**src/hdl/fas_defines.svh**
```systemverilog
/* Signal analyser front end constants */

`ifndef FAS_DEFINES_SVH
`define FAS_DEFINES_SVH

//////////////////////////////////////////////////////////////////////
// Datapath widths
//////////////////////////////////////////////////////////////////////

`define FAS_SAMPLE_W   16  // Input and filtered sample width
`define FAS_COEF_W     20  // Signed coefficient, 16 fraction bits
`define FAS_ACC_W      42  // 32 products of 36 bits plus headroom

//////////////////////////////////////////////////////////////////////
// Filter geometry
//////////////////////////////////////////////////////////////////////

`define FAS_NUM_TAPS   32  // Filter length
`define FAS_HALF_TAPS  16  // Taps per half MAC

// Fraction point of the accumulator
// Output takes bits FAS_FRAC_SHIFT+14 down to FAS_FRAC_SHIFT after the sign
`define FAS_FRAC_SHIFT 16

//////////////////////////////////////////////////////////////////////
// Framing
//////////////////////////////////////////////////////////////////////

`define FAS_FRAME_LEN  16  // Filter outputs per frame

`endif

```
**src/hdl/fas_types_pkg.sv**
```systemverilog
/* Datapath types */

`default_nettype none

`include "fas_defines.svh"

package fas_types_pkg;

  // One stream sample, two's complement
  typedef logic signed [`FAS_SAMPLE_W-1:0] sample_t;

  // Full precision sum of products
  typedef logic signed [`FAS_ACC_W-1:0] acc_t;

  // Half of the filter window, index 0 is the oldest sample of the slice
  typedef sample_t half_taps_t [`FAS_HALF_TAPS];

  // One frame for the block transform
  // Slot 0 holds the first filter output of the frame
  typedef sample_t frame_t [`FAS_FRAME_LEN];

endpackage

`default_nettype wire

```
**src/hdl/fir_coef_pkg.sv**
```systemverilog
/* Low-pass FIR coefficients */

`default_nettype none

`include "fas_defines.svh"

package fir_coef_pkg;

  typedef logic signed [`FAS_COEF_W-1:0] coef_t;   // Q4.16
  typedef coef_t coef_table_t [`FAS_NUM_TAPS];

  // Symmetric table, entry k equals entry 31-k
  // Centre pair sits at 15 and 16
  localparam coef_table_t FIR_COEFS = '{
    20'hFFF9E,  // 0   -0.0015
    20'hFFF86,  // 1   -0.0019
    20'hFFFA7,  // 2   -0.0014
    20'h0003B,  // 3    0.0009
    20'h0014B,  // 4    0.0051
    20'h0024A,  // 5    0.0089
    20'h00222,  // 6    0.0083
    20'hFFFE4,  // 7   -0.0004
    20'hFFBC5,  // 8   -0.0165
    20'hFF7CA,  // 9   -0.0321
    20'hFF74E,  // 10  -0.0340
    20'hFFD74,  // 11  -0.0099
    20'h00B1A,  // 12   0.0434
    20'h01DAC,  // 13   0.1159
    20'h02F9E,  // 14   0.1860
    20'h03AA9,  // 15   0.2291, centre
    20'h03AA9,  // 16   0.2291, centre
    20'h02F9E,  // 17
    20'h01DAC,  // 18
    20'h00B1A,  // 19
    20'hFFD74,  // 20
    20'hFF74E,  // 21
    20'hFF7CA,  // 22
    20'hFFBC5,  // 23
    20'hFFFE4,  // 24
    20'h00222,  // 25
    20'h0024A,  // 26
    20'h0014B,  // 27
    20'h0003B,  // 28
    20'hFFFA7,  // 29
    20'hFFF86,  // 30
    20'hFFF9E   // 31
  };

endpackage

`default_nettype wire

```
**src/hdl/fir_half_mac.sv**
```systemverilog
/* FIR half multiply-accumulate */

`default_nettype none

`include "fas_defines.svh"

module fir_half_mac
  import fas_types_pkg::*;
  import fir_coef_pkg::*;
#(
  parameter int FIRST_TAP = 0  // Tap index of taps[0], 0 or 16
) (
  input  logic       clk,
  input  logic       rst,
  input  half_taps_t taps,      // Window slice from the tap line
  output acc_t       part_sum   // Registered, one cycle after the window
);

  acc_t sum_c;  // Adder tree result

  //////////////////////////////////////////////////////////////////////
  // Products and adder tree
  //////////////////////////////////////////////////////////////////////

  // Each 16x20 product is 36 bits, sign extended into the accumulator
  // Window position p uses FIR_COEFS[p], the table is symmetric
  always_comb begin
    sum_c = '0;
    for (int i = 0; i < `FAS_HALF_TAPS; i++) begin
      sum_c = sum_c + taps[i] * FIR_COEFS[FIRST_TAP + i];
    end
  end

  // Free running register, validity travels alongside in the round stage
  always_ff @(posedge clk or posedge rst) begin
    if (rst) begin
      part_sum <= '0;
    end else begin
      part_sum <= sum_c;
    end
  end

endmodule

`default_nettype wire

```
**config.mk**
```make
export PLATFORM = sky130hd
export DESIGN_NAME = fir_half_mac
export DESIGN_NICKNAME = d
export VERILOG_FILES = /design/src/hdl/fas_types_pkg.sv /design/src/hdl/fir_coef_pkg.sv /design/src/hdl/fir_half_mac.sv
export VERILOG_INCLUDE_DIRS = /design/src /design/src/hdl
export SDC_FILE = /design/constraint.sdc
export NUM_CORES = 2
export LEC_CHECK = 0
export ABC_AREA = 1
export BUFFER_PORTS_ARGS = -buffer_cell sky130_fd_sc_hd__buf_2
export CAP_MARGIN = 10
export CELL_PAD_IN_SITES_DETAIL_PLACEMENT = 0
export CELL_PAD_IN_SITES_GLOBAL_PLACEMENT = 2
export CORE_MARGIN = 1.5
export CORE_UTILIZATION = 41
export DETAILED_ROUTE_END_ITERATION = 8
export HOLD_SLACK_MARGIN = 0.03
export PLACE_DENSITY_LB_ADDON = 0.05
export SLEW_MARGIN = 0
export SYNTH_ARGS = -nofsm -noshare
export SYNTH_HDL_FRONTEND = slang
export SYNTH_SLANG_ARGS = --single-unit
```
**constraint.sdc**
```tcl
create_clock -name clk -period 1.3 [get_ports clk]
set_input_delay 0.13 -clock clk [delete_from_list [all_inputs] [get_ports clk]]
set_output_delay 0.13 -clock clk [all_outputs]
set_load 0.01 [all_outputs]
```
==> impl_metrics.yaml <==
outcome:
  status: "finished with violations"
  violations: "negative setup slack"
finish:
  syn2layout_area_growth_pct: 31.4
  design_area_mm2: 0.0894
  largest_reg_flops: 39
  reg_top3: "part_sum (39)"
  top_register: "part_sum"
  drive_above_1_share_pct: 28.2
  nets: 12734
clocking:
  h-tree-depth: 2
  cts_tree: "yes"
  cts.sinks: 39
  cts_buffer_depth: 2
  numCtsBuffers: 5
  cts.clk_slew.worst_paths_ns: 0.09
  cts_root_buf: "clkbuf_16"
route:
  drc_errors: 0
  wl_um: 219000
  wl_per_cell_um: 18.4
  vias: 54774
  firstDrtPassIters: 7
  drtAntennaViolNets: 0
  drt_iter0_markers: 2131
  vias_per_cell: 4.59
sta:
  period_minus_slack_ns: 10.28
  tightest_slew_ns: 0.738
  hold_viol_final: 0
  fmax_mhz: 97.3
  finalCritPeriodShare_pct: 791
  maxSlewHeadroom_pct: 50.4
  worst_slack_ns: -8.98
  finalMaxSlewViolations: 0
  final-setup-viol-count: 38
  rsz0062_at_grt: "yes"
logic_synthesis:
  synth_flop_cell: "dfrtp_1"
  async_flop_share_pct: 100
  synth_area_mm2: 0.0680
  syn_inst: 7817
  synth_top_cell_area_share_pct: 42.5
  yosys.area.top_type: "fa_1"
  ys_seq_area_share_pct: 1.43
  synth_most_common_cell: "inv_1"
  synthTopCellsByCount: "inv_1 (2634), fa_1 (1444), ha_1 (1305)"
  yosys-top-cells-area: "fa_1 (42%), ha_1 (24%), inv_1 (15%)"
  synth_edf_count: 0
  syn-num-nets: 10824
  synth.distinct_cells: 46
  ys_ff_latch: 39
  ys_warn_count: 0
  avgSynthCellArea_um2: 8.71
critical_path:
  slowest_stage: "fa_1"
  end_kind: "flip-flop"
  crit_fanout: 4
  critPathKind: "in -> reg"
  crit_path_frequent_cell: "fa_1"
  arrival_ns: 10.50
  critical_path_required_ns: 1.53
  start_kind: "input port"
  max_stage_delay_ns: 0.56
global_route:
  grt-ovfl-total: 0
  grt_pass1_wl_um: 345000
  antenna_found_initial: 14
  grt_max_degree: 17
  grt_pass1_vias: 60156
  groute.usage.overall_pct: 26.9
placement:
  hpwlAfterDp_um: 209000
  port_buffers: 299
  place_congestion: 0.942
  place_area_mm2: 0.0860
die:
  die_w_um: 410
  dieArea_mm2: 0.168
  die_h_um: 410
  pin_count: 300
  start_util_pct: 41.3
  rows: 149
  core_area_mm2: 0.165
flow_run:
  max-cap-violations: 0
min_path:
  worstHoldPathType: "in -> async"
[metal layers]
layer	wire, um	track usage, %
met1	104000	38.1
met5	41	0
met4	4160	3.67
met2	104000	45.8
met3	6590	1.99
[critical path, delay by kind of cell]
family / cells / cell delay (ns)
buf+inv: 12 / 0.89
simple gates: 12 / 1.27
fa+ha+maj: 18 / 8.19
[how the worst max path moves through the flow]
stage | from | endpoint | slack (ns) | cells past startpoint
floorplan | taps[23] | part_sum[36]$_DFF_PP0_ | -8.54 | 45
global route | taps[21] | part_sum[37]$_DFF_PP0_ | -9.34 | 41
CTS | taps[22] | part_sum[38]$_DFF_PP0_ | -8.97 | 45
finish | taps[18] | part_sum[37]$_DFF_PP0_ | -8.98 | 42
global placement | taps[24] | part_sum[13]$_DFF_PP0_ | -9.61 | 37
detailed placement | taps[22] | part_sum[13]$_DFF_PP0_ | -9.72 | 39
[placed cells by master (no fill, tap or decap), types with 10 or more instances in the layout]
cell,instances
o21ai_4,12
o21a_1,18
nor2_2,29
buf_4,1539
fa_2,112
inv_1,2491
nand2_1,788
inv_2,138
dfrtp_1,37
o21ai_1,20
nor3_4,12
o21bai_1,26
nand2_4,47
nand3b_1,17
nor2_4,40
xor2_2,17
buf_6,58
nand4_1,92
a21o_1,31
nor3_1,33
xnor2_1,87
o21ai_0,100
xor2_1,126
buf_2,277
a21oi_4,29
nor2_1,223
nand2_2,109
ha_4,136
buf_12,27
fa_1,1332
a21oi_2,53
o21ai_2,23
ha_1,1165
nand3_2,17
nor3_2,10
a21oi_1,193
nand3_1,166
[cell families (layout without fill, tap and decap cells)]
kind of cell,Yosys count,after routing,share of synthesized area [%]
other cells,0,4,0
simple gates,1616,1616,10.1
xor+xnor,241,241,3.10
flops,39,39,1.43
fa+ha+maj,2749,2749,66.5
compound gates,526,526,4.27
buf+inv,2646,4557,14.6
[cell type report]
cell class	count	area (um2)
flip-flops and latches	39	978
inverters	2637	9920
fillers	15965	75400
well taps	2189	2740
repair buffers	1912	14300
clock buffers	5	125
clock inverters	3	46.3
diodes	4	10.0
multi-input cells	5132	61400
[per-stage QoR]
| step | worst slack (ns) | setup TNS, ns | util [%] | instances | hold WS [ns] |
|---|---|---|---|---|---|
| detailed placement | -9.72 | -333.15 | 52.2 | 11859 | 0.189 |
| finish | -8.98 | -305.87 | 54.3 | 11921 | 0.375 |
| CTS | -8.97 | -307.38 | 53.2 | 11888 | 0.382 |
| global placement | -9.61 | -329.12 | 52.2 | 11859 | 0.184 |
| floorplan | -8.54 | -287.98 | - | 7817 | 0.335 |
| global route | -9.34 | -315.46 | 54.3 | 11918 | 0.398 |
[what timing repair did]
action | in CTS | in global routing
pin swaps | 183 | 258
gates cloned | 0 | 0
setup endpoints to repair | 38 | 40
gates resized for setup | 359 | 417
buffers inserted | 20 | 31
endpoints found under the hold margin | 10 | 0
hold buffers | 1 | 0
Power is left out: the tool's default activity adds up to more than one toggle a clock period on the data nets, which glitch-free logic cannot reach.
