--- src/hdl/fas_defines.svh ---
/* Signal analyser front end constants */

`ifndef FAS_DEFINES_SVH
`define FAS_DEFINES_SVH

//////////////////////////////////////////////////////////////////////
// Datapath widths
//////////////////////////////////////////////////////////////////////

`define FAS_SAMPLE_W   16  // Input and filtered sample width
`define FAS_COEF_W     20  // Signed coefficient, 16 fraction bits
`define FAS_ACC_W      42  // 32 products of 36 bits plus headroom

//////////////////////////////////////////////////////////////////////
// Filter geometry
//////////////////////////////////////////////////////////////////////

`define FAS_NUM_TAPS   32  // Filter length
`define FAS_HALF_TAPS  16  // Taps per half MAC

// Fraction point of the accumulator
// Output takes bits FAS_FRAC_SHIFT+14 down to FAS_FRAC_SHIFT after the sign
`define FAS_FRAC_SHIFT 16

//////////////////////////////////////////////////////////////////////
// Framing
//////////////////////////////////////////////////////////////////////

`define FAS_FRAME_LEN  16  // Filter outputs per frame

`endif

--- src/hdl/fas_types_pkg.sv ---
/* Datapath types */

`default_nettype none

`include "fas_defines.svh"

package fas_types_pkg;

  // One stream sample, two's complement
  typedef logic signed [`FAS_SAMPLE_W-1:0] sample_t;

  // Full precision sum of products
  typedef logic signed [`FAS_ACC_W-1:0] acc_t;

  // Half of the filter window, index 0 is the oldest sample of the slice
  typedef sample_t half_taps_t [`FAS_HALF_TAPS];

  // One frame for the block transform
  // Slot 0 holds the first filter output of the frame
  typedef sample_t frame_t [`FAS_FRAME_LEN];

endpackage

`default_nettype wire

--- src/hdl/fir_tap_line.sv ---
/* FIR sample delay line */

`default_nettype none

`include "fas_defines.svh"

module fir_tap_line
  import fas_types_pkg::*;
(
  input  logic       clk,
  input  logic       rst,
  input  logic       data_valid,   // One sample per high cycle
  input  sample_t    data,
  output half_taps_t low_taps,     // Positions 0..15, oldest first
  output half_taps_t high_taps,    // Positions 16..31
  output logic       window_valid  // Window holds 32 samples of one run
);

  localparam int CNT_W = $clog2(`FAS_NUM_TAPS) + 1;

  sample_t          taps_q [`FAS_NUM_TAPS];  // Position 31 is the newest
  logic [CNT_W-1:0] run_cnt;                 // Consecutive accepted samples

  //////////////////////////////////////////////////////////////////////
  // Delay line and run counter
  //////////////////////////////////////////////////////////////////////

  always_ff @(posedge clk or posedge rst) begin
    if (rst) begin
      for (int i = 0; i < `FAS_NUM_TAPS; i++) taps_q[i] <= '0;
      run_cnt      <= '0;
      window_valid <= 1'b0;
    end else begin
      if (data_valid) begin
        for (int i = 0; i < `FAS_NUM_TAPS - 1; i++) taps_q[i] <= taps_q[i+1];
        taps_q[`FAS_NUM_TAPS-1] <= data;
        // Saturate once the window is full
        if (run_cnt != CNT_W'(`FAS_NUM_TAPS)) run_cnt <= run_cnt + 1'b1;
      end else begin
        run_cnt <= '0;  // A gap restarts the run, samples stay
      end
      // This sample is at least the 32nd of the run
      window_valid <= data_valid && (run_cnt >= CNT_W'(`FAS_NUM_TAPS - 1));
    end
  end

  // Split the window between the two MAC halves
  always_comb begin
    for (int i = 0; i < `FAS_HALF_TAPS; i++) begin
      low_taps[i]  = taps_q[i];
      high_taps[i] = taps_q[i + `FAS_HALF_TAPS];
    end
  end

  a_run_cnt_max : assert property (@(posedge clk) disable iff (rst)
    run_cnt <= CNT_W'(`FAS_NUM_TAPS))
    else $error("tap line run counter above tap count");

endmodule

`default_nettype wire

--- config.mk ---
export PLATFORM = sky130hd
export DESIGN_NAME = fir_tap_line
export DESIGN_NICKNAME = d
export VERILOG_FILES = /design/src/hdl/fas_types_pkg.sv /design/src/hdl/fir_tap_line.sv
export VERILOG_INCLUDE_DIRS = /design/src /design/src/hdl
export SDC_FILE = /design/constraint.sdc
export NUM_CORES = 1
export LEC_CHECK = 0
export BUFFER_PORTS_ARGS = -buffer_cell sky130_fd_sc_hd__buf_2
export CORE_AREA = 2 2 209 211
export CTS_CLUSTER_DIAMETER = 80
export CTS_CLUSTER_SIZE = 25
export DETAILED_ROUTE_END_ITERATION = 8
export DIE_AREA = 0 0 211 213
export GPL_ROUTABILITY_DRIVEN = 0
export GPL_TIMING_DRIVEN = 0
export PLACE_DENSITY = 0.81
export SLEW_MARGIN = 10
export SYNTH_ARGS = -nofsm -noshare
export SYNTH_HDL_FRONTEND = slang
export SYNTH_SLANG_ARGS = --single-unit
export TNS_END_PERCENT = 100
--- constraint.sdc ---
create_clock -name clk -period 19 [get_ports clk]
set_clock_uncertainty 0.15 [all_clocks]
set_input_delay 0.95 -clock clk [delete_from_list [all_inputs] [get_ports clk]]
set_output_delay 0.95 -clock clk [all_outputs]
set_load 0.05 [all_outputs]
==> qor.yml, run 1 <==
fin_crit_ps: 2500
synth_area_leaders: "dfrtp_1 (66%), mux2_2 (29%), buf_6 (2.8%), buf_4 (0.19%), nand2_1 (0.13%)"
status: "finished, final reports clean"
dp_hpwl_mm: 37.3
io_pins: 532
ys_seq_area_share_pct: 66.4
core_um2: 42700
maxCapViolCount: 0
drt_iter0_markers: 519
place_area_um2: 23000
r2r_cells: 5
worstPathRequired_ps: 17900
synth_area_per_cell_um2: 17.5
drc: 0
synth_top_area_share_pct: 66.4
syn_to_final_growth_pct: 22.4
rsz0062_at_grt: "false"
antenna_found_initial: 0
min_path_type: "primary input to async pin"
dieWidth_um: 211
cts_resized: 0
wl_per_cell_um: 21.7
totalWireLength_mm: 48.7
yosys.cell_types.count: 22
viasPerCell: 5.14
crit_fanout: 3
worstPathArrival_ps: 1400
synth_fp_nets: 1139
slowest_delay_ps: 500
ys_ff_latch: 519
maxSlewHeadroom_pct: 56.6
dieHeight_um: 213
hold_buffers: 0
hold_viol_final: 0
final_nets: 1704
cts_tree: "done"
cp_slowest_cell: "dfrtp_1"
grt_max_degree: 123
die-area_um2: 44900
final_common_cell: "buf_2"
post_cts_buffers: 0
fin_util_pct: 56.1
max_freq_ghz: 0.400
mostFrequentLayoutCells: "buf_2 (535), dfrtp_1 (519), mux2_2 (512)"
grt_usage_pct: 21.0
grt_overflow: 0
diodes: 0
finish.instance_area_um2: 23900
clock_sinks: 519
worstMarginPinSlew_ps: 651
multi_input_area_um2: 5940
ant_nets: 0
syn_inst: 1118
start_util_pct: 45.8
timing.rr.end: "run_cnt[1]$_DFFE_PP0P_"
cts_buffer_depth: 3
yosysTopAreaCell: "dfrtp_1"
clk_pin_slew_worst_paths_ps: 90
layout-drive-gt1-share_pct: 67.7
crit_family: "flip-flops"
cp-end-kind: "output pin"
ys_warn_count: 0
min_period_over_period_pct: 13.2
port_buffers: 530
grt_pass1_vias: 12000
synth_area_um2: 19500
path_class: "flop to output pin"
crit_buf_inv: 1
cts-root-buf: "clkbuf_16"
reg2reg_slack_ps: 17390
htreeDepth: 1
setup_viol: 0
num_rows: 76
grt_pass1_wl_mm: 73.1
final-max-slew-violation-count: 0
regArea_um2: 13000
drtPass1Iterations: 4
crit_chain: "buf_2"
clk_latency_ps: 590
r2r-start: "run_cnt[0]$_DFFE_PP0P_"
cts_buffers: 29
worstSetupStartpointType: "flop"
fillers: 3393
vias: 11500
[registers in the layout, summed over array words and instances, names as in the netlist]
register      count
high_taps       256
low_taps        256
run_cnt           6
window_valid      1
[layer usage]
layer | vias up | wire length [um] | global-route usage, %
li1 | 5075 | - | -
met1 | 5988 | 19200 | 25.4
met2 | 401 | 24200 | 36.5
met3 | 70 | 3930 | 6.60
met4 | 0 | 1270 | 5.39
met5 | - | 0 | 0
[synth_stat cells (all sizes together)]
cell type / count
xor2: 1
o21ai: 1
nor2b: 1
or4b: 1
and3: 2
xnor2: 2
dfrtp: 519
buf: 58
inv: 3
or4: 1
and2: 1
nand2: 7
nor4: 1
mux2i: 2
nand3: 2
ha: 2
mux2: 512
a41oi: 1
nor2: 1
[cell families (layout without fill, tap and decap cells)]
logic type | count (synthesis) | count (layout) | share of synthesized area [%]
DFF | 519 | 519 | 66.4
muxes | 514 | 514 | 29.6
buffers and inverters | 61 | 640 | 3.14
and+or+nand+nor | 17 | 17 | 0.480
xor gates and xnor gates | 3 | 3 | 0.134
adders and majority gates | 2 | 2 | 0.128
AOI/OAI and AO/OA | 2 | 2 | 0.0704
[metrics by stage]
stage / TNS [ps] / hold WS (ps) / instances / setup WS [ps]
2_1_floorplan: 0 / 375 / 1118 / 3400
3_3_place_gp: -567450 / 334 / 2194 / -1130
3_5_place_dp: 0 / 344 / 2198 / 16310
4_1_cts: 0 / 252 / 2243 / 16440
5_1_grt: 0 / 282 / 2243 / 16450
6_report: 0 / 249 / 2243 / 16500
[layout make-up]
type | count | area share, %
Clock buffer | 31 | 3.06
Timing Repair Buffer | 534 | 11.5
Clock inverter | 14 | 0.842
Sequential cell | 519 | 54.3
Inverter | 3 | 0.0784
Tap cell | 546 | 2.85
Multi-Input combinational cell | 538 | 24.8
Buffer | 58 | 2.52
[worst max path at each step]
stage | slack (ps) | start | cells after the start | end
floorplan | 3400 | rst | 1 | high_taps[0]$_DFFE_PP0P_
global placement | -1130 | rst | 2 | low_taps[65]$_DFFE_PP0P_
detailed placement | 16310 | rst | 4 | high_taps[208]$_DFFE_PP0P_
CTS | 16440 | high_taps[141]$_DFFE_PP0P_ | 1 | high_taps[141]
global route | 16450 | high_taps[138]$_DFFE_PP0P_ | 1 | high_taps[138]
finish | 16500 | low_taps[167]$_DFFE_PP0P_ | 1 | low_taps[167]
Power of run 1 is left out: the tool's default activity adds up to more than one toggle a clock period on the data nets, which glitch-free logic cannot reach.
==> run 2, diff against run 1 <==
==> constraint.sdc (replaced) <==
create_clock -name clk -period 2.35 [get_ports clk]
set_clock_uncertainty 0.15 [all_clocks]
set_input_delay 0.1175 -clock clk [delete_from_list [all_inputs] [get_ports clk]]
set_output_delay 0.1175 -clock clk [all_outputs]
set_load 0.05 [all_outputs]
==> qor.yml, run 2 (synthesis gave the netlist of run 1 again) <==
worstSetupStartpointType: "flop"
maxCapViolCount: 0  # unchanged
drt_iter0_markers: 678  # +31%
crit_fanout: 3  # unchanged
totalWireLength_mm: 50.4  # +3.6%
grt_pass1_vias: 12200  # +1.5%
final-max-slew-violation-count: 0  # unchanged
clk_latency_ps: 600  # about the same
io_pins: 532  # unchanged
drc: 0  # unchanged
slowest_delay_ps: 510  # about the same
clk_pin_slew_worst_paths_ps: 100  # about the same
fin_crit_ps: 1700
final_common_cell: "buf_2"
cp-end-kind: "output pin"
setup_viol: 0  # unchanged
fin_util_pct: 56.9  # +0.88 points
dp_hpwl_mm: 38.9  # +4.3%
die-area_um2: 44900  # unchanged
cts_buffer_depth: 3  # unchanged
path_class: "flop to output pin"
antenna_found_initial: 0  # unchanged
status: "finished, final reports clean"
min_period_over_period_pct: 72.3
crit_family: "flip-flops"
grt_max_degree: 41  # -67%
worstPathArrival_ps: 1430  # +30 ps
drtPass1Iterations: 4  # unchanged
min_path_type: "primary input to async pin"
worstPathRequired_ps: 2080  # -15820 ps
worstMarginPinSlew_ps: 702  # +50.1 ps
core_um2: 42700  # unchanged
grt_usage_pct: 21.8  # +0.81 points
maxSlewHeadroom_pct: 53.1  # -3.5 points
cts_buffers: 29  # unchanged
start_util_pct: 45.8  # unchanged
ant_nets: 0  # unchanged
cts_resized: 0  # unchanged
diodes: 0  # unchanged
place_area_um2: 23200  # +0.84%
cp_slowest_cell: "dfrtp_1"
cts-root-buf: "clkbuf_16"
dieHeight_um: 213  # unchanged
htreeDepth: 1  # unchanged
hold_viol_final: 0  # unchanged
grt_overflow: 0  # unchanged
rsz0062_at_grt: "false"
crit_chain: "buf_2"
grt_pass1_wl_mm: 75.5  # +3.3%
final_nets: 1734  # +1.8%
cts_tree: "done"
crit_buf_inv: 1  # unchanged
num_rows: 76  # unchanged
viasPerCell: 5.18  # +0.72%
port_buffers: 530  # unchanged
whs_ps: 20.9  # -228 ps
mostFrequentLayoutCells: "buf_2 (535), dfrtp_1 (519), mux2_2 (512)"
vias: 11800  # +2.1%
clock_sinks: 519  # unchanged
wl_per_cell_um: 22.2  # +2.2%
layout-drive-gt1-share_pct: 67.2  # -0.54 points
max_freq_ghz: 0.589
dieWidth_um: 211  # unchanged
finish.instance_area_um2: 24300  # +1.6%
syn_to_final_growth_pct: 24.4
## run 2: cell count changes in the layout (fill, tap and decap cells not counted), sizes merged
cell         previous run  this run
clkinv                  8         6
clkinvlp                1         4
clkbuf                 31        32
inv                     7         6
bufinv                  1         0
buf                   592       603
dlygate4sd3             0        19
## run 2: stage by stage
stage,setup TNS (ps),setup WS (ps),std cells
after global routing,0,601,2273
after CTS,0,629,2273
after global placement,-3848840,-7450,2194
after detailed placement,0,427,2209
final,0,651,2273
after floorplan,-2578260,-4970,1118
## run 2: cell type report
cell class / count / area [um^2]
multi-input cells: 538 / 5940
fillers: 3379 / 18400
inverters: 3 / 15.0
clock inverters: 13 / 178
repair buffers: 564 / 3150
well taps: 546 / 683
plain buffers: 58 / 603
flip-flops and latches: 519 / 13000
clock buffers: 32 / 747
## run 2: worst reg2reg max path: cells and delay by family (launching register included)
family	cells	cell delay, ps
AND/OR/NAND/NOR	2	530
flip-flops	1	430
multiplexers	1	240
adder cells (fa/ha/maj)	1	160
buffers and inverters	1	100
## run 2: final timing paths
check,depth (start not counted),end,startpoint,slack [ps]
min,4,high_taps[10]$_DFFE_PP0P_,rst,20
max reg2reg,5,run_cnt[0]$_DFFE_PP0P_,run_cnt[0]$_DFFE_PP0P_,680
max in group asynchronous,8,high_taps[134]$_DFFE_PP0P_,rst,800
min in group clk,3,high_taps[7]$_DFFE_PP0P_,data[7],120
max,1,high_taps[117],high_taps[117]$_DFFE_PP0P_,650
min reg2reg,1,low_taps[241]$_DFFE_PP0P_,low_taps[241]$_DFFE_PP0P_,360
## run 2: metal layers
layer | GRT usage [%] | wire length, um
met1 | 26.5 | 19800
met2 | 38.3 | 25500
met3 | 6.25 | 3830
met4 | 5.51 | 1230
met5 | 0 | 0
## run 2: timing repair
item                      CTS  global route
setup buffers               0             0
hold endpoints to repair  203             0
hold buffers               19             0
Power of run 2 is left out for the same reason.
