`src/hdl/fas_defines.svh`:
```
/* Signal analyser front end constants */

`ifndef FAS_DEFINES_SVH
`define FAS_DEFINES_SVH

//////////////////////////////////////////////////////////////////////
// Datapath widths
//////////////////////////////////////////////////////////////////////

`define FAS_SAMPLE_W   16  // Input and filtered sample width
`define FAS_COEF_W     20  // Signed coefficient, 16 fraction bits
`define FAS_ACC_W      42  // 32 products of 36 bits plus headroom

//////////////////////////////////////////////////////////////////////
// Filter geometry
//////////////////////////////////////////////////////////////////////

`define FAS_NUM_TAPS   32  // Filter length
`define FAS_HALF_TAPS  16  // Taps per half MAC

// Fraction point of the accumulator
// Output takes bits FAS_FRAC_SHIFT+14 down to FAS_FRAC_SHIFT after the sign
`define FAS_FRAC_SHIFT 16

//////////////////////////////////////////////////////////////////////
// Framing
//////////////////////////////////////////////////////////////////////

`define FAS_FRAME_LEN  16  // Filter outputs per frame

`endif

```
`src/hdl/fas_types_pkg.sv`:
```
/* Datapath types */

`default_nettype none

`include "fas_defines.svh"

package fas_types_pkg;

  // One stream sample, two's complement
  typedef logic signed [`FAS_SAMPLE_W-1:0] sample_t;

  // Full precision sum of products
  typedef logic signed [`FAS_ACC_W-1:0] acc_t;

  // Half of the filter window, index 0 is the oldest sample of the slice
  typedef sample_t half_taps_t [`FAS_HALF_TAPS];

  // One frame for the block transform
  // Slot 0 holds the first filter output of the frame
  typedef sample_t frame_t [`FAS_FRAME_LEN];

endpackage

`default_nettype wire

```
`src/hdl/fir_round_out.sv`:
```
/* FIR sum and rounding stage */

`default_nettype none

`include "fas_defines.svh"

module fir_round_out
  import fas_types_pkg::*;
(
  input  logic    clk,
  input  logic    rst,
  input  logic    window_valid,  // From the tap line, two edges ahead of fir_valid
  input  acc_t    lo_sum,        // Taps 0..15
  input  acc_t    hi_sum,        // Taps 16..31
  output logic    fir_valid,
  output sample_t fir_d
);

  logic    valid_d;   // window_valid aligned with the partial sums
  acc_t    sum_c;     // Full filter sum
  sample_t trunc_c;   // Sign plus 15 integer bits
  logic    neg_c;

  //////////////////////////////////////////////////////////////////////
  // Combine and round
  //////////////////////////////////////////////////////////////////////

  always_comb begin
    sum_c   = lo_sum + hi_sum;
    neg_c   = sum_c[`FAS_ACC_W-1];
    trunc_c = {neg_c, sum_c[`FAS_FRAC_SHIFT + `FAS_SAMPLE_W - 2 : `FAS_FRAC_SHIFT]};
  end

  always_ff @(posedge clk or posedge rst) begin
    if (rst) begin
      valid_d   <= 1'b0;
      fir_valid <= 1'b0;
      fir_d     <= '0;
    end else begin
      valid_d   <= window_valid;
      fir_valid <= valid_d;
      // Negative sums get one LSB back, wraps in 16 bits
      fir_d     <= trunc_c + sample_t'(neg_c);
    end
  end

  // Output beat must trace back to a full window two edges earlier
  a_valid_aligned : assert property (@(posedge clk) disable iff (rst)
    fir_valid |-> $past(window_valid, 2))
    else $error("fir_valid without a matching window");

endmodule

`default_nettype wire

```
`config.mk`:
```
export PLATFORM = sky130hd
export DESIGN_NAME = fir_round_out
export DESIGN_NICKNAME = d
export VERILOG_FILES = /design/src/hdl/fas_types_pkg.sv /design/src/hdl/fir_round_out.sv
export VERILOG_INCLUDE_DIRS = /design/src /design/src/hdl
export SDC_FILE = /design/constraint.sdc
export NUM_CORES = 1
export LEC_CHECK = 0
export BUFFER_PORTS_ARGS = -buffer_cell sky130_fd_sc_hd__buf_4
export CAP_MARGIN = 30
export CORE_MARGIN = 4
export CORE_UTILIZATION = 35
export DETAILED_ROUTE_END_ITERATION = 10
export GPL_ROUTABILITY_DRIVEN = 0
export GPL_TIMING_DRIVEN = 0
export MAX_ROUTING_LAYER = met4
export PLACE_DENSITY = 0.64
export SYNTH_ARGS = -nofsm -noshare
export SYNTH_HDL_FRONTEND = slang
export SYNTH_SLANG_ARGS = --single-unit
```
`constraint.sdc`:
```
create_clock -name clk -period 0.8 [get_ports clk]
set_input_delay 0 -clock clk [delete_from_list [all_inputs] [get_ports clk]]
set_output_delay 0 -clock clk [all_outputs]
set_load 0.005 [all_outputs]
```
==> qor.csv, run 1 <==
stage,metric,value,unit
yosys,synth_top_area_share,20.16,%
pwr,switching_share,37.17,%
route,drc,0,
floorplan,ios,104,
yosys,synth_area,0.002606,sq mm
grt,grt_max_degree,19,
pwr,clkPwrFrac,11.2,%
sta,max_freq,403.8,MHz
setup_path,worstPathMaxFanout,5,
placement,dp.cells,515,
yosys,ys_seq_elements,18,
yosys,ys.flop_type,dfrtp_1,
route,drt-initial-drc-count,127,
floorplan,core_area,0.007253,sq mm
sta,final_max_slew_viol_count,0,
route,final_antenna_net_count,0,
flow_run,maxCapViolations,0,
placement,dpl.hpwl,6411,microns
floorplan,initial_core_util,35.93,%
sta,hold_ws,-0.1764,ns
grt,antenna_found_initial,0,
final_layout,design_area,0.004325,sq mm
final_layout,multi_input_comb_area,0.002610,sq mm
pwr,p_seq_share,23.2,%
final_layout,drive_above_1_share,49.55,%
yosys,avgSynthCellArea,8.327,sq um
pwr,power_density,1183,mW/mm^2
placement,io_buffers,103,
sta,period_needed,2.477,ns
clocking,cts_tree,done,
yosys,yosysWarnings,0,
floorplan,die-height,94.29,microns
sta,fin_ws,-1.677,ns
final_layout,area_growth,65.96,%
clocking,cts_root_buf,clkbuf_8,
clocking,numCtsBuffers,3,
yosys,synthTopCellsByArea,"ha_1 20%, dfrtp_1 17%, a21oi_1 6.0%",
clocking,cts.sinks,18,
yosys,synth-edff-count,0,
sta,setup_violations,16,
worst_hold_path,worstHoldPathType,primary input to async pin,
grt,grt_pass1_vias,2761,
clocking,clk_latency,0.24,ns
yosys,synth_seq_area_share,17.28,%
yosys,synth_async_sr_flop_share,100.0,%
setup_path,start_kind,primary input,
sta,hold_viol_final,18,
final_layout,seq_area,450.4,sq um
run_status,violations,"negative hold slack, negative setup slack",
floorplan,dieArea,0.008891,sq mm
clocking,worst_setup_hold_path_clk_slew,0.06,ns
final_layout,fin_cells,539,
run_status,status,finished with violations,
grt,grt_use_total,17.61,%
setup_path,path_class,primary input to register,
sta,relSlewSlack,60.46,%
setup_path,critPathRequiredTime,0.96,ns
floorplan,rows,31,
clocking,cts_max_path_buffers,2,
yosys,synthCells,313,
pwr,combPwrFrac,65.6,%
clocking,htreeDepth,1,
placement,place_area,0.003887,sq mm
sta,rsz0062_at_grt,true,
setup_path,cp.arrival,2.64,ns
pwr,power.internal,0.003216,W
final_layout,num_antenna_cells,0,
route,num_vias,2841,
setup_path,cp-end-kind,register,
sta,tightest_slew,0.5925,ns
sta,finalCritPeriodShare,309.6,%
pwr,p_sw,0.001903,W
floorplan,dieWidth,94.29,microns
sta,fin_worst_skew,0.00002037,ns
grt,gr-total-overflow,0,
route,wl_per_cell,14.41,microns
grt,grt_pass1_wl,12580,microns
yosys,synth_nets,442,
route,firstDrtPassIters,4,
route,routed_wl,7769,microns
yosys,synth_top_area_cell,ha_1,
final_layout,nNetsFinal,571,
yosys,synthDistinctLibCells,59,
pwr,p_leak,1.881,nW
route,vias_per_cell,5.271,
pwr,irDropWorstVdd,0.0004623,V
final_layout,fillers,637,
clocking,cts_hold_buf,1,
==> power by group through the flow <==
stage               Sequential [W]  Combinational (W)  Clock (W)
floorplan                  0.00124            0.00178          0
global placement           0.00120            0.00288          0
detailed placement         0.00121            0.00291          0
CTS                        0.00119            0.00321   0.000591
global route               0.00122            0.00369   0.000637
finish                     0.00119            0.00336   0.000572
==> cell type report <==
type / count / share of cell area (%)
well taps: 99 / 2.864
repair buffers: 132 / 24.10
multi-input cells: 276 / 60.34
clock buffers: 3 / 0.9546
flip-flops and latches: 18 / 10.41
plain buffers: 5 / 0.8100
inverters: 6 / 0.5207
==> timing repair <==
action | in CTS | in global routing
buffers inserted | 20 | 9
resized for setup | 40 | 14
pin swaps | 15 | 18
endpoints found under the setup margin | 16 | 16
hold endpoints to repair | 19 | 18
==> critical path, stage by stage <==
cell and delay (ns):
buf_6 0.09, ha_4 0.29, nand4_1 0.19, nor3_4 0.23, o311ai_2 0.13, o211a_1 0.18, o21ai_4 0.18, a21oi_2 0.09
xnor2_2 0.24, ha_4 0.19, ha_4 0.14, and3_4 0.18, nand3_4 0.13, nor4_4 0.19, xor2_1 0.18
==> cells by family (layout without fill, tap and decap cells) <==
group / count (synthesis) / count (layout) / synth area share [%]
XOR/XNOR: 27 / 27 / 9.649
flip-flops: 18 / 18 / 17.28
buffers and inverters: 19 / 146 / 4.464
multiplexers: 2 / 2 / 0.7682
adder cells (fa/ha/maj): 42 / 42 / 20.16
AND/OR/NAND/NOR: 105 / 105 / 21.70
AO/OA/AOI/OAI: 100 / 100 / 25.97
==> metal layers <==
metal	global-route usage, %	vias up	wire, microns
li1	-	1442	-
met1	23.03	1317	3520
met2	30.50	74	3885
met3	1.042	8	303
met4	2.888	0	60
met5	-	-	0
==> path summary, 6_finish.rpt <==
check	slack (ns)	start	depth (start not counted)	to
setup / recovery	-1.68	hi_sum[17]	15	fir_d[12]$_DFF_PP0_
hold / removal	-0.18	rst	2	fir_d[3]$_DFF_PP0_
setup reg to reg	0.34	valid_d$_DFF_PP0_	0	fir_valid$_DFF_PP0_
hold reg to reg	0.35	valid_d$_DFF_PP0_	0	fir_valid$_DFF_PP0_
max in group asynchronous	0.59	rst	2	fir_d[14]$_DFF_PP0_
min in group clk	0.27	hi_sum[30]	4	fir_d[14]$_DFF_PP0_
==> cells in the mapped netlist (6+ instances only) <==
master / number
ha_1: 42
a21oi_1: 31
nand2_1: 22
dfrtp_1: 18
nor2_1: 16
a21o_1: 15
nand3_1: 15
o21ai_0: 15
nand4_1: 14
xor2_1: 13
xnor2_1: 12
nor3_1: 10
a211oi_1: 6
and3_1: 6
inv_1: 6
==> sequential cells by signal (all words and copies together) (netlist names) <==
signal     flops
fir_d         16
fir_valid      1
valid_d        1
==> cells in the final DEF (no fill, tap or decap), drive strengths merged, types with 2 or more instances in the layout <==
cell type | synthesis | layout
buf | 7 | 133
ha | 42 | 42
a21oi | 31 | 31
nand2 | 23 | 23
o21ai | 19 | 19
dfrtp | 18 | 18
nor2 | 17 | 17
nand3 | 16 | 16
a21o | 15 | 15
nand4 | 14 | 14
xnor2 | 14 | 14
xor2 | 13 | 13
nor3 | 10 | 10
a211oi | 9 | 9
and3 | 7 | 7
inv | 6 | 6
clkbuf | 6 | 6
o211ai | 4 | 4
a211o | 4 | 4
nand2b | 4 | 4
nor4 | 4 | 4
a31oi | 3 | 3
mux2i | 2 | 2
nand3b | 2 | 2
nor2b | 2 | 2
o21bai | 2 | 2
==> metrics by stage <==
step | TNS [ns] | power, W | setup slack, ns | util, % | hold slack [ns]
finish | -23.90 | 0.005119 | -1.677 | 59.63 | -0.1764
global route | -25.86 | 0.005542 | -1.815 | 59.63 | -0.1220
CTS | -24.95 | 0.004990 | -1.749 | 57.86 | -0.1592
detailed placement | -32.06 | 0.004123 | -2.292 | 53.60 | 0.1060
global placement | -31.61 | 0.004082 | -2.268 | 53.60 | 0.1048
floorplan | -23.47 | 0.003024 | -1.737 | - | -0.06143
(Power assumes the default switching activity.)
==> run 2, diff against run 1 <==
Settings changed: PLACE_DENSITY 0.64 to 0.73.
==> qor.csv, run 2 (synthesized netlist as in run 1, its figures left out) <==
stage,metric,value,unit,change
clocking,cts_hold_buf,1,,unchanged
setup_path,critPathRequiredTime,0.95,ns,about the same
final_layout,fin_cells,548,,+1.7%
run_status,violations,"negative hold slack, negative setup slack",,
sta,period_needed,2.558,ns,+0.08118 ns
grt,grt_max_degree,19,,unchanged
route,final_antenna_net_count,0,,unchanged
pwr,switching_share,36.77,%,-0.40 points
route,num_vias,2913,,+2.5%
sta,relSlewSlack,60.80,%,+0.34 points
setup_path,start_kind,primary input,,
clocking,numCtsBuffers,3,,unchanged
grt,grt_pass1_vias,2866,,+3.8%
placement,io_buffers,103,,unchanged
sta,max_freq,390.9,MHz,-3.2%
clocking,cts.sinks,18,,unchanged
clocking,cts_root_buf,clkbuf_8,,
sta,finalCritPeriodShare,319.7,%,+10 points
grt,gr-total-overflow,0,,unchanged
final_layout,final_common_cell,buf_4,,
pwr,power_density,1176,mW/mm^2,-0.62%
floorplan,die-height,94.29,microns,unchanged
sta,fin_ws,-1.758,ns,-0.08118 ns
final_layout,drive_above_1_share,51.45,%,+1.9 points
clocking,clk_latency,0.24,ns,about the same
route,vias_per_cell,5.316,,+0.85%
pwr,p_leak,1.944,nW,+3.3%
final_layout,num_antenna_cells,0,,unchanged
route,drc,0,,unchanged
route,drt-initial-drc-count,82,,-35%
run_status,status,finished with violations,,
pwr,irDropWorstVdd,0.0005357,V,+16%
flow_run,maxCapViolations,0,,unchanged
final_layout,nNetsFinal,580,,+1.6%
setup_path,cp_cell_sequence,buf_6 -> ha_4 -> buf_4 -> a21oi_4 -> o21ai_2 -> a211oi_2 -> o211a_1 -> o21ai_2 -> a21oi_2 -> xnor2_2 -> ha_4 -> ha_4 -> and3_4 -> nand3_4 -> buf_4 -> nor4_4 -> xor2_1,,
setup_path,cp_slowest_cell,o211a_1,,
setup_path,cp_common_cell,ha_4,,
placement,dpl.hpwl,6321,microns,-1.4%
route,firstDrtPassIters,4,,unchanged
setup_path,worstPathMaxFanout,4,,-1
final_layout,fillers,628,,-1.4%
sta,final_max_slew_viol_count,0,,unchanged
setup_path,cp-end-kind,register,,
floorplan,ios,104,,unchanged
placement,dp.cells,515,,unchanged
clocking,cts_tree,done,,
pwr,power.internal,0.003321,W,+3.3%
final_layout,multi_input_comb_area,0.002656,sq mm,+1.8%
sta,hold_viol_final,18,,unchanged
grt,use_met1,20.79,%,-2.2 points
clocking,cts_max_path_buffers,2,,unchanged
grt,grt_use_total,17.25,%,-0.36 points
floorplan,core_area,0.007253,sq mm,unchanged
sta,fin_worst_skew,0.0004911,ns,+0.0004707 ns
final_layout,final_cell_mix,"127 x buf_4, 25 x ha_4, 21 x nand2_1, 21 x a21oi_1, 18 x dfrtp_1",,
floorplan,dieArea,0.008891,sq mm,unchanged
final_layout,area_growth,71.34,%,
grt,grt_pass1_wl,12500,microns,-0.66%
floorplan,dieWidth,94.29,microns,unchanged
final_layout,regMostFlops,fir_d,,
setup_path,crit_start,lo_sum[16],,
setup_path,cp.arrival,2.71,ns,+0.07 ns
pwr,p_seq_share,22.6,%,-0.6 points
grt,grt_util_met3,1.683,%,+0.64 points
grt,grtUsageMet2,30.50,%,unchanged
sta,rsz0062_at_grt,true,,
grt,busiest_layer,met2,,
sta,tightest_slew,0.5838,ns,-0.008667 ns
pwr,combPwrFrac,66.7,%,+1.1 points
pwr,clkPwrFrac,10.6,%,-0.6 points
final_layout,seq_area,450.4,sq um,unchanged
grt,antenna_found_initial,0,,unchanged
final_layout,largest_reg_flops,16,,unchanged
setup_path,r2r.worst_path.cells,0,,unchanged
worst_hold_path,worstHoldPathType,primary input to async pin,,
sta,setup_violations,16,,unchanged
setup_path,path_class,primary input to register,,
floorplan,initial_core_util,35.93,%,unchanged
sta,tns,-23.78,ns,+0.1194 ns
sta,hold_ws,-0.1737,ns,+0.002712 ns
route,wl_per_cell,14.23,microns,-1.3%
final_layout,reg_top3,"fir_d: 16 flops, fir_valid: 1 flops, valid_d: 1 flops",,
setup_path,r2r-start,valid_d$_DFF_PP0_,,
setup_path,cpPeakStageDelay,0.28,ns,about the same
route,routed_wl,7799,microns,+0.39%
pwr,p_sw,0.001931,W,+1.5%
clocking,worst_setup_hold_path_clk_slew,0.05,ns,about the same
clocking,htreeDepth,1,,unchanged
floorplan,rows,31,,unchanged
run 2: per-stage QoR:
stage,power (W),worst slack (ns),cell area [sq um],utilization [%]
global route,0.005670,-1.907,4466,61.57
finish,0.005252,-1.758,4466,61.57
global placement,0.004071,-2.200,3887,53.60
detailed placement,0.004120,-2.228,3887,53.60
CTS,0.005012,-1.809,4252,58.62
floorplan,0.003024,-1.737,2990,-
run 2: timing repair:
item	in CTS	in global routing
pin swaps	30	17
setup endpoints to repair	16	16
resized for setup	43	14
buffers inserted	24	14
cloned	0	0
endpoints found under the hold margin	19	18
run 2: cell type report:
| type | count | share of cell area, % |
|---|---|---|
| Multi-Input combinational cell | 276 | 59.48 |
| Timing Repair Buffer | 142 | 25.69 |
| Buffer | 4 | 0.5324 |
| Tap cell | 99 | 2.774 |
| Inverter | 6 | 0.5043 |
| Sequential cell | 18 | 10.09 |
| Clock buffer | 3 | 0.9246 |
run 2: power groups by stage:
stage / Sequential (W) / Combinational (W) / Clock, W
floorplan: 0.00124 / 0.00178 / 0
global placement: 0.00121 / 0.00286 / 0
detailed placement: 0.00121 / 0.00291 / 0
CTS: 0.00119 / 0.00324 / 0.000579
global route: 0.00123 / 0.00383 / 0.000614
finish: 0.00119 / 0.00351 / 0.000558
run 2: final timing paths:
kind / slack (ns) / end
setup / recovery: -1.76 / fir_d[10]$_DFF_PP0_
hold / removal: -0.17 / fir_d[0]$_DFF_PP0_
setup reg to reg: 0.32 / fir_valid$_DFF_PP0_
hold reg to reg: 0.37 / fir_valid$_DFF_PP0_
max in group asynchronous: 0.59 / fir_d[13]$_DFF_PP0_
min in group clk: 0.29 / fir_d[14]$_DFF_PP0_
run 2: metal layers:
metal  up-vias  part of all wire (%)
met5         -                     0
met4         0                   2.1
met3        16                   5.1
met2        87                    52
met1      1345                    41
li1       1465                     -
run 2: worst max-delay path: cells and delay by family:
| family | cells | cell delay [ns] |
|---|---|---|
| and+or+nand+nor | 3 | 0.41 |
| xor gates and xnor gates | 2 | 0.44 |
| AOI/OAI and AO/OA | 6 | 0.88 |
| buffers and inverters | 3 | 0.40 |
| adders and majority gates | 3 | 0.58 |
==> run 3, diff against run 2 <==
Settings changed: CORE_UTILIZATION 35 to 48, PLACE_DENSITY 0.73 to 0.91, REMOVE_ABC_BUFFERS set to 1.
==> qor.csv, run 3 (synthesized netlist as in run 1, its figures left out) <==
stage,metric,value,unit,change
pwr,irDropWorstVdd,0.0009847,V,+84%
grt,grt_max_degree,19,,unchanged
floorplan,rows,26,,-16%
grt,gr-total-overflow,0,,unchanged
pwr,p_seq_share,22.3,%,-0.3 points
run_status,violations,"negative hold slack, negative setup slack",,
clocking,worst_setup_hold_path_clk_slew,0.06,ns,about the same
clocking,cts_root_buf,clkbuf_8,,
route,firstDrtPassIters,6,,+2
final_layout,largest_reg_flops,16,,unchanged
route,final_antenna_net_count,0,,unchanged
sta,hold_ws,-0.1730,ns,+0.0007230 ns
pwr,finalPower,0.005353,W,+1.9%
pwr,switching_share,39.84,%,+3.1 points
setup_path,path_class,primary input to register,,
sta,tightest_slew,0.6229,ns,+0.03910 ns
final_layout,area_growth,62.84,%,
clocking,cts_tree,done,,
route,vias_per_cell,6.626,,+25%
final_layout,fillers,267,,-57%
floorplan,dieWidth,81.69,microns,-13%
sta,period_needed,2.717,ns,+0.1593 ns
sta,relSlewSlack,58.43,%,-2.4 points
clocking,cts_max_path_buffers,2,,unchanged
final_layout,reg_top3,"fir_d: 16 flops, fir_valid: 1 flops, valid_d: 1 flops",,
pwr,combPwrFrac,66.4,%,-0.3 points
grt,antenna_found_initial,0,,unchanged
floorplan,die-height,81.69,microns,-13%
route,num_vias,3353,,+15%
grt,grt_use_total,28.64,%,+11 points
worst_hold_path,worstHoldPathType,primary input to async pin,,
floorplan,core_area,0.005172,sq mm,-29%
setup_path,cp_cell_sequence,buf_4 -> ha_4 -> o21ai_2 -> o21bai_1 -> o311ai_1 -> o211a_1 -> o21ai_2 -> a21oi_2 -> xnor2_2 -> ha_2 -> ha_4 -> and3_4 -> nand3_4 -> buf_6 -> nor4_4 -> xor2_1,,
clocking,cts.sinks,18,,unchanged
final_layout,final_cell_mix,"117 x buf_4, 27 x ha_4, 22 x nand2_1",,
final_layout,fin_cells,506,,-7.7%
sta,rsz0062_at_grt,true,,
clocking,clk_latency,0.25,ns,about the same
sta,setup_violations,16,,unchanged
run_status,status,finished with violations,,
setup_path,cpPeakStageDelay,0.31,ns,+0.03 ns
grt,grt_pass1_vias,3209,,+12%
placement,dp.cells,473,,-8.2%
placement,place_area,0.003373,sq mm,-13%
route,wl_per_cell,21.03,microns,+48%
final_layout,drive_above_1_share,49.31,%,-2.1 points
clocking,cts_hold_buf,1,,unchanged
grt,grt_pass1_wl,14860,microns,+19%
pwr,p_leak,1.863,nW,-4.2%
placement,io_buffers,103,,unchanged
setup_path,critPathRequiredTime,0.97,ns,+0.02 ns
setup_path,cp.arrival,2.89,ns,+0.18 ns
sta,final_max_slew_viol_count,0,,unchanged
pwr,power.internal,0.003220,W,-3.0%
setup_path,cp-end-kind,register,,
route,drc,0,,unchanged
flow_run,maxCapViolations,0,,unchanged
setup_path,cp_slowest_cell,o311ai_1,,
pwr,power_density,1261,mW/mm^2,+7.3%
setup_path,crit_family,compound AO/OA/AOI/OAI gates,,
route,drt-initial-drc-count,449,,+450%
sta,hold_viol_final,18,,unchanged
final_layout,design_area,0.004244,sq mm,-5.0%
final_layout,final_common_cell,buf_4,,
setup_path,crit_buf_inv,2,,-1
floorplan,dieArea,0.006672,sq mm,-25%
sta,finalCritPeriodShare,339.7,%,+20 points
setup_path,reg2reg_slack,0.33,ns,about the same
pwr,p_sw,0.002133,W,+10%
route,routed_wl,10640,microns,+36%
sta,fin_worst_skew,0.0005538,ns,+0.00006273 ns
clocking,htreeDepth,1,,unchanged
clocking,numCtsBuffers,3,,unchanged
sta,max_freq,368.0,MHz,-5.9%
floorplan,initial_core_util,50.39,%,+14 points
floorplan,ios,104,,unchanged
placement,dpl.hpwl,6000,microns,-5.1%
final_layout,regMostFlops,fir_d,,
final_layout,seq_area,450.4,sq um,unchanged
final_layout,multi_input_comb_area,0.002581,sq mm,-2.8%
final_layout,fin_util,82.05,%,+20 points
setup_path,start_kind,primary input,,
pwr,clkPwrFrac,11.3,%,+0.7 points
final_layout,nNetsFinal,567,,-2.2%
sta,fin_ws,-1.917,ns,-0.1593 ns
final_layout,num_antenna_cells,0,,unchanged
setup_path,worstPathMaxFanout,4,,unchanged
run 3: changes by cell type in the layout (fill, tap and decap cells not counted), sizes merged:
cell / before / now
buf: 142 / 132
clkbuf: 6 / 3
run 3: routing by layer:
layer | vias to the layer above | global-route usage [%] | routed length [microns]
li1 | 1443 | - | -
met1 | 1520 | 30.32 | 3592
met2 | 302 | 51.95 | 5448
met3 | 88 | 3.399 | 955
met4 | 0 | 15.12 | 643
met5 | - | - | 0
run 3: layout make-up:
cell class                 count  area share (%)
clock buffer                   3          0.9729
inverter                       6          0.5307
multi-input combinational    276           60.82
sequential                    18           10.61
tap                           70           2.064
timing repair buffer         133           25.00
run 3: final timing paths:
check	from	endpoint	cells after the start
hold / removal	rst	fir_d[3]$_DFF_PP0_	2
max in group asynchronous	rst	fir_d[13]$_DFF_PP0_	2
setup / recovery	lo_sum[5]	fir_d[12]$_DFF_PP0_	16
setup reg to reg	valid_d$_DFF_PP0_	fir_valid$_DFF_PP0_	0
hold reg to reg	valid_d$_DFF_PP0_	fir_valid$_DFF_PP0_	0
min in group clk	hi_sum[30]	fir_d[14]$_DFF_PP0_	4
run 3: timing repair:
action,4_1_cts,5_1_grt
gates resized for setup,87,17
setup endpoints to repair,16,16
endpoints found under the hold margin,19,18
setup buffers,25,5
pin swaps,39,12
gates cloned,0,0
run 3: power by group through the flow:
stage	sequential, W	clock (W)	combinational (W)
finish	0.00119	0.000605	0.00356
global route	0.00121	0.000666	0.00375
CTS	0.00120	0.000606	0.00313
detailed placement	0.00121	0	0.00250
global placement	0.00120	0	0.00242
floorplan	0.00124	0	0.00146
run 3: stage by stage:
stage	hold WS [ns]	TNS, ns	setup slack, ns
2_1_floorplan	-0.06143	-26.10	-1.898
3_3_place_gp	0.08759	-35.37	-2.503
3_5_place_dp	0.09511	-36.22	-2.570
4_1_cts	-0.1660	-24.07	-1.746
5_1_grt	-0.1237	-27.14	-1.948
6_report	-0.1730	-26.52	-1.917
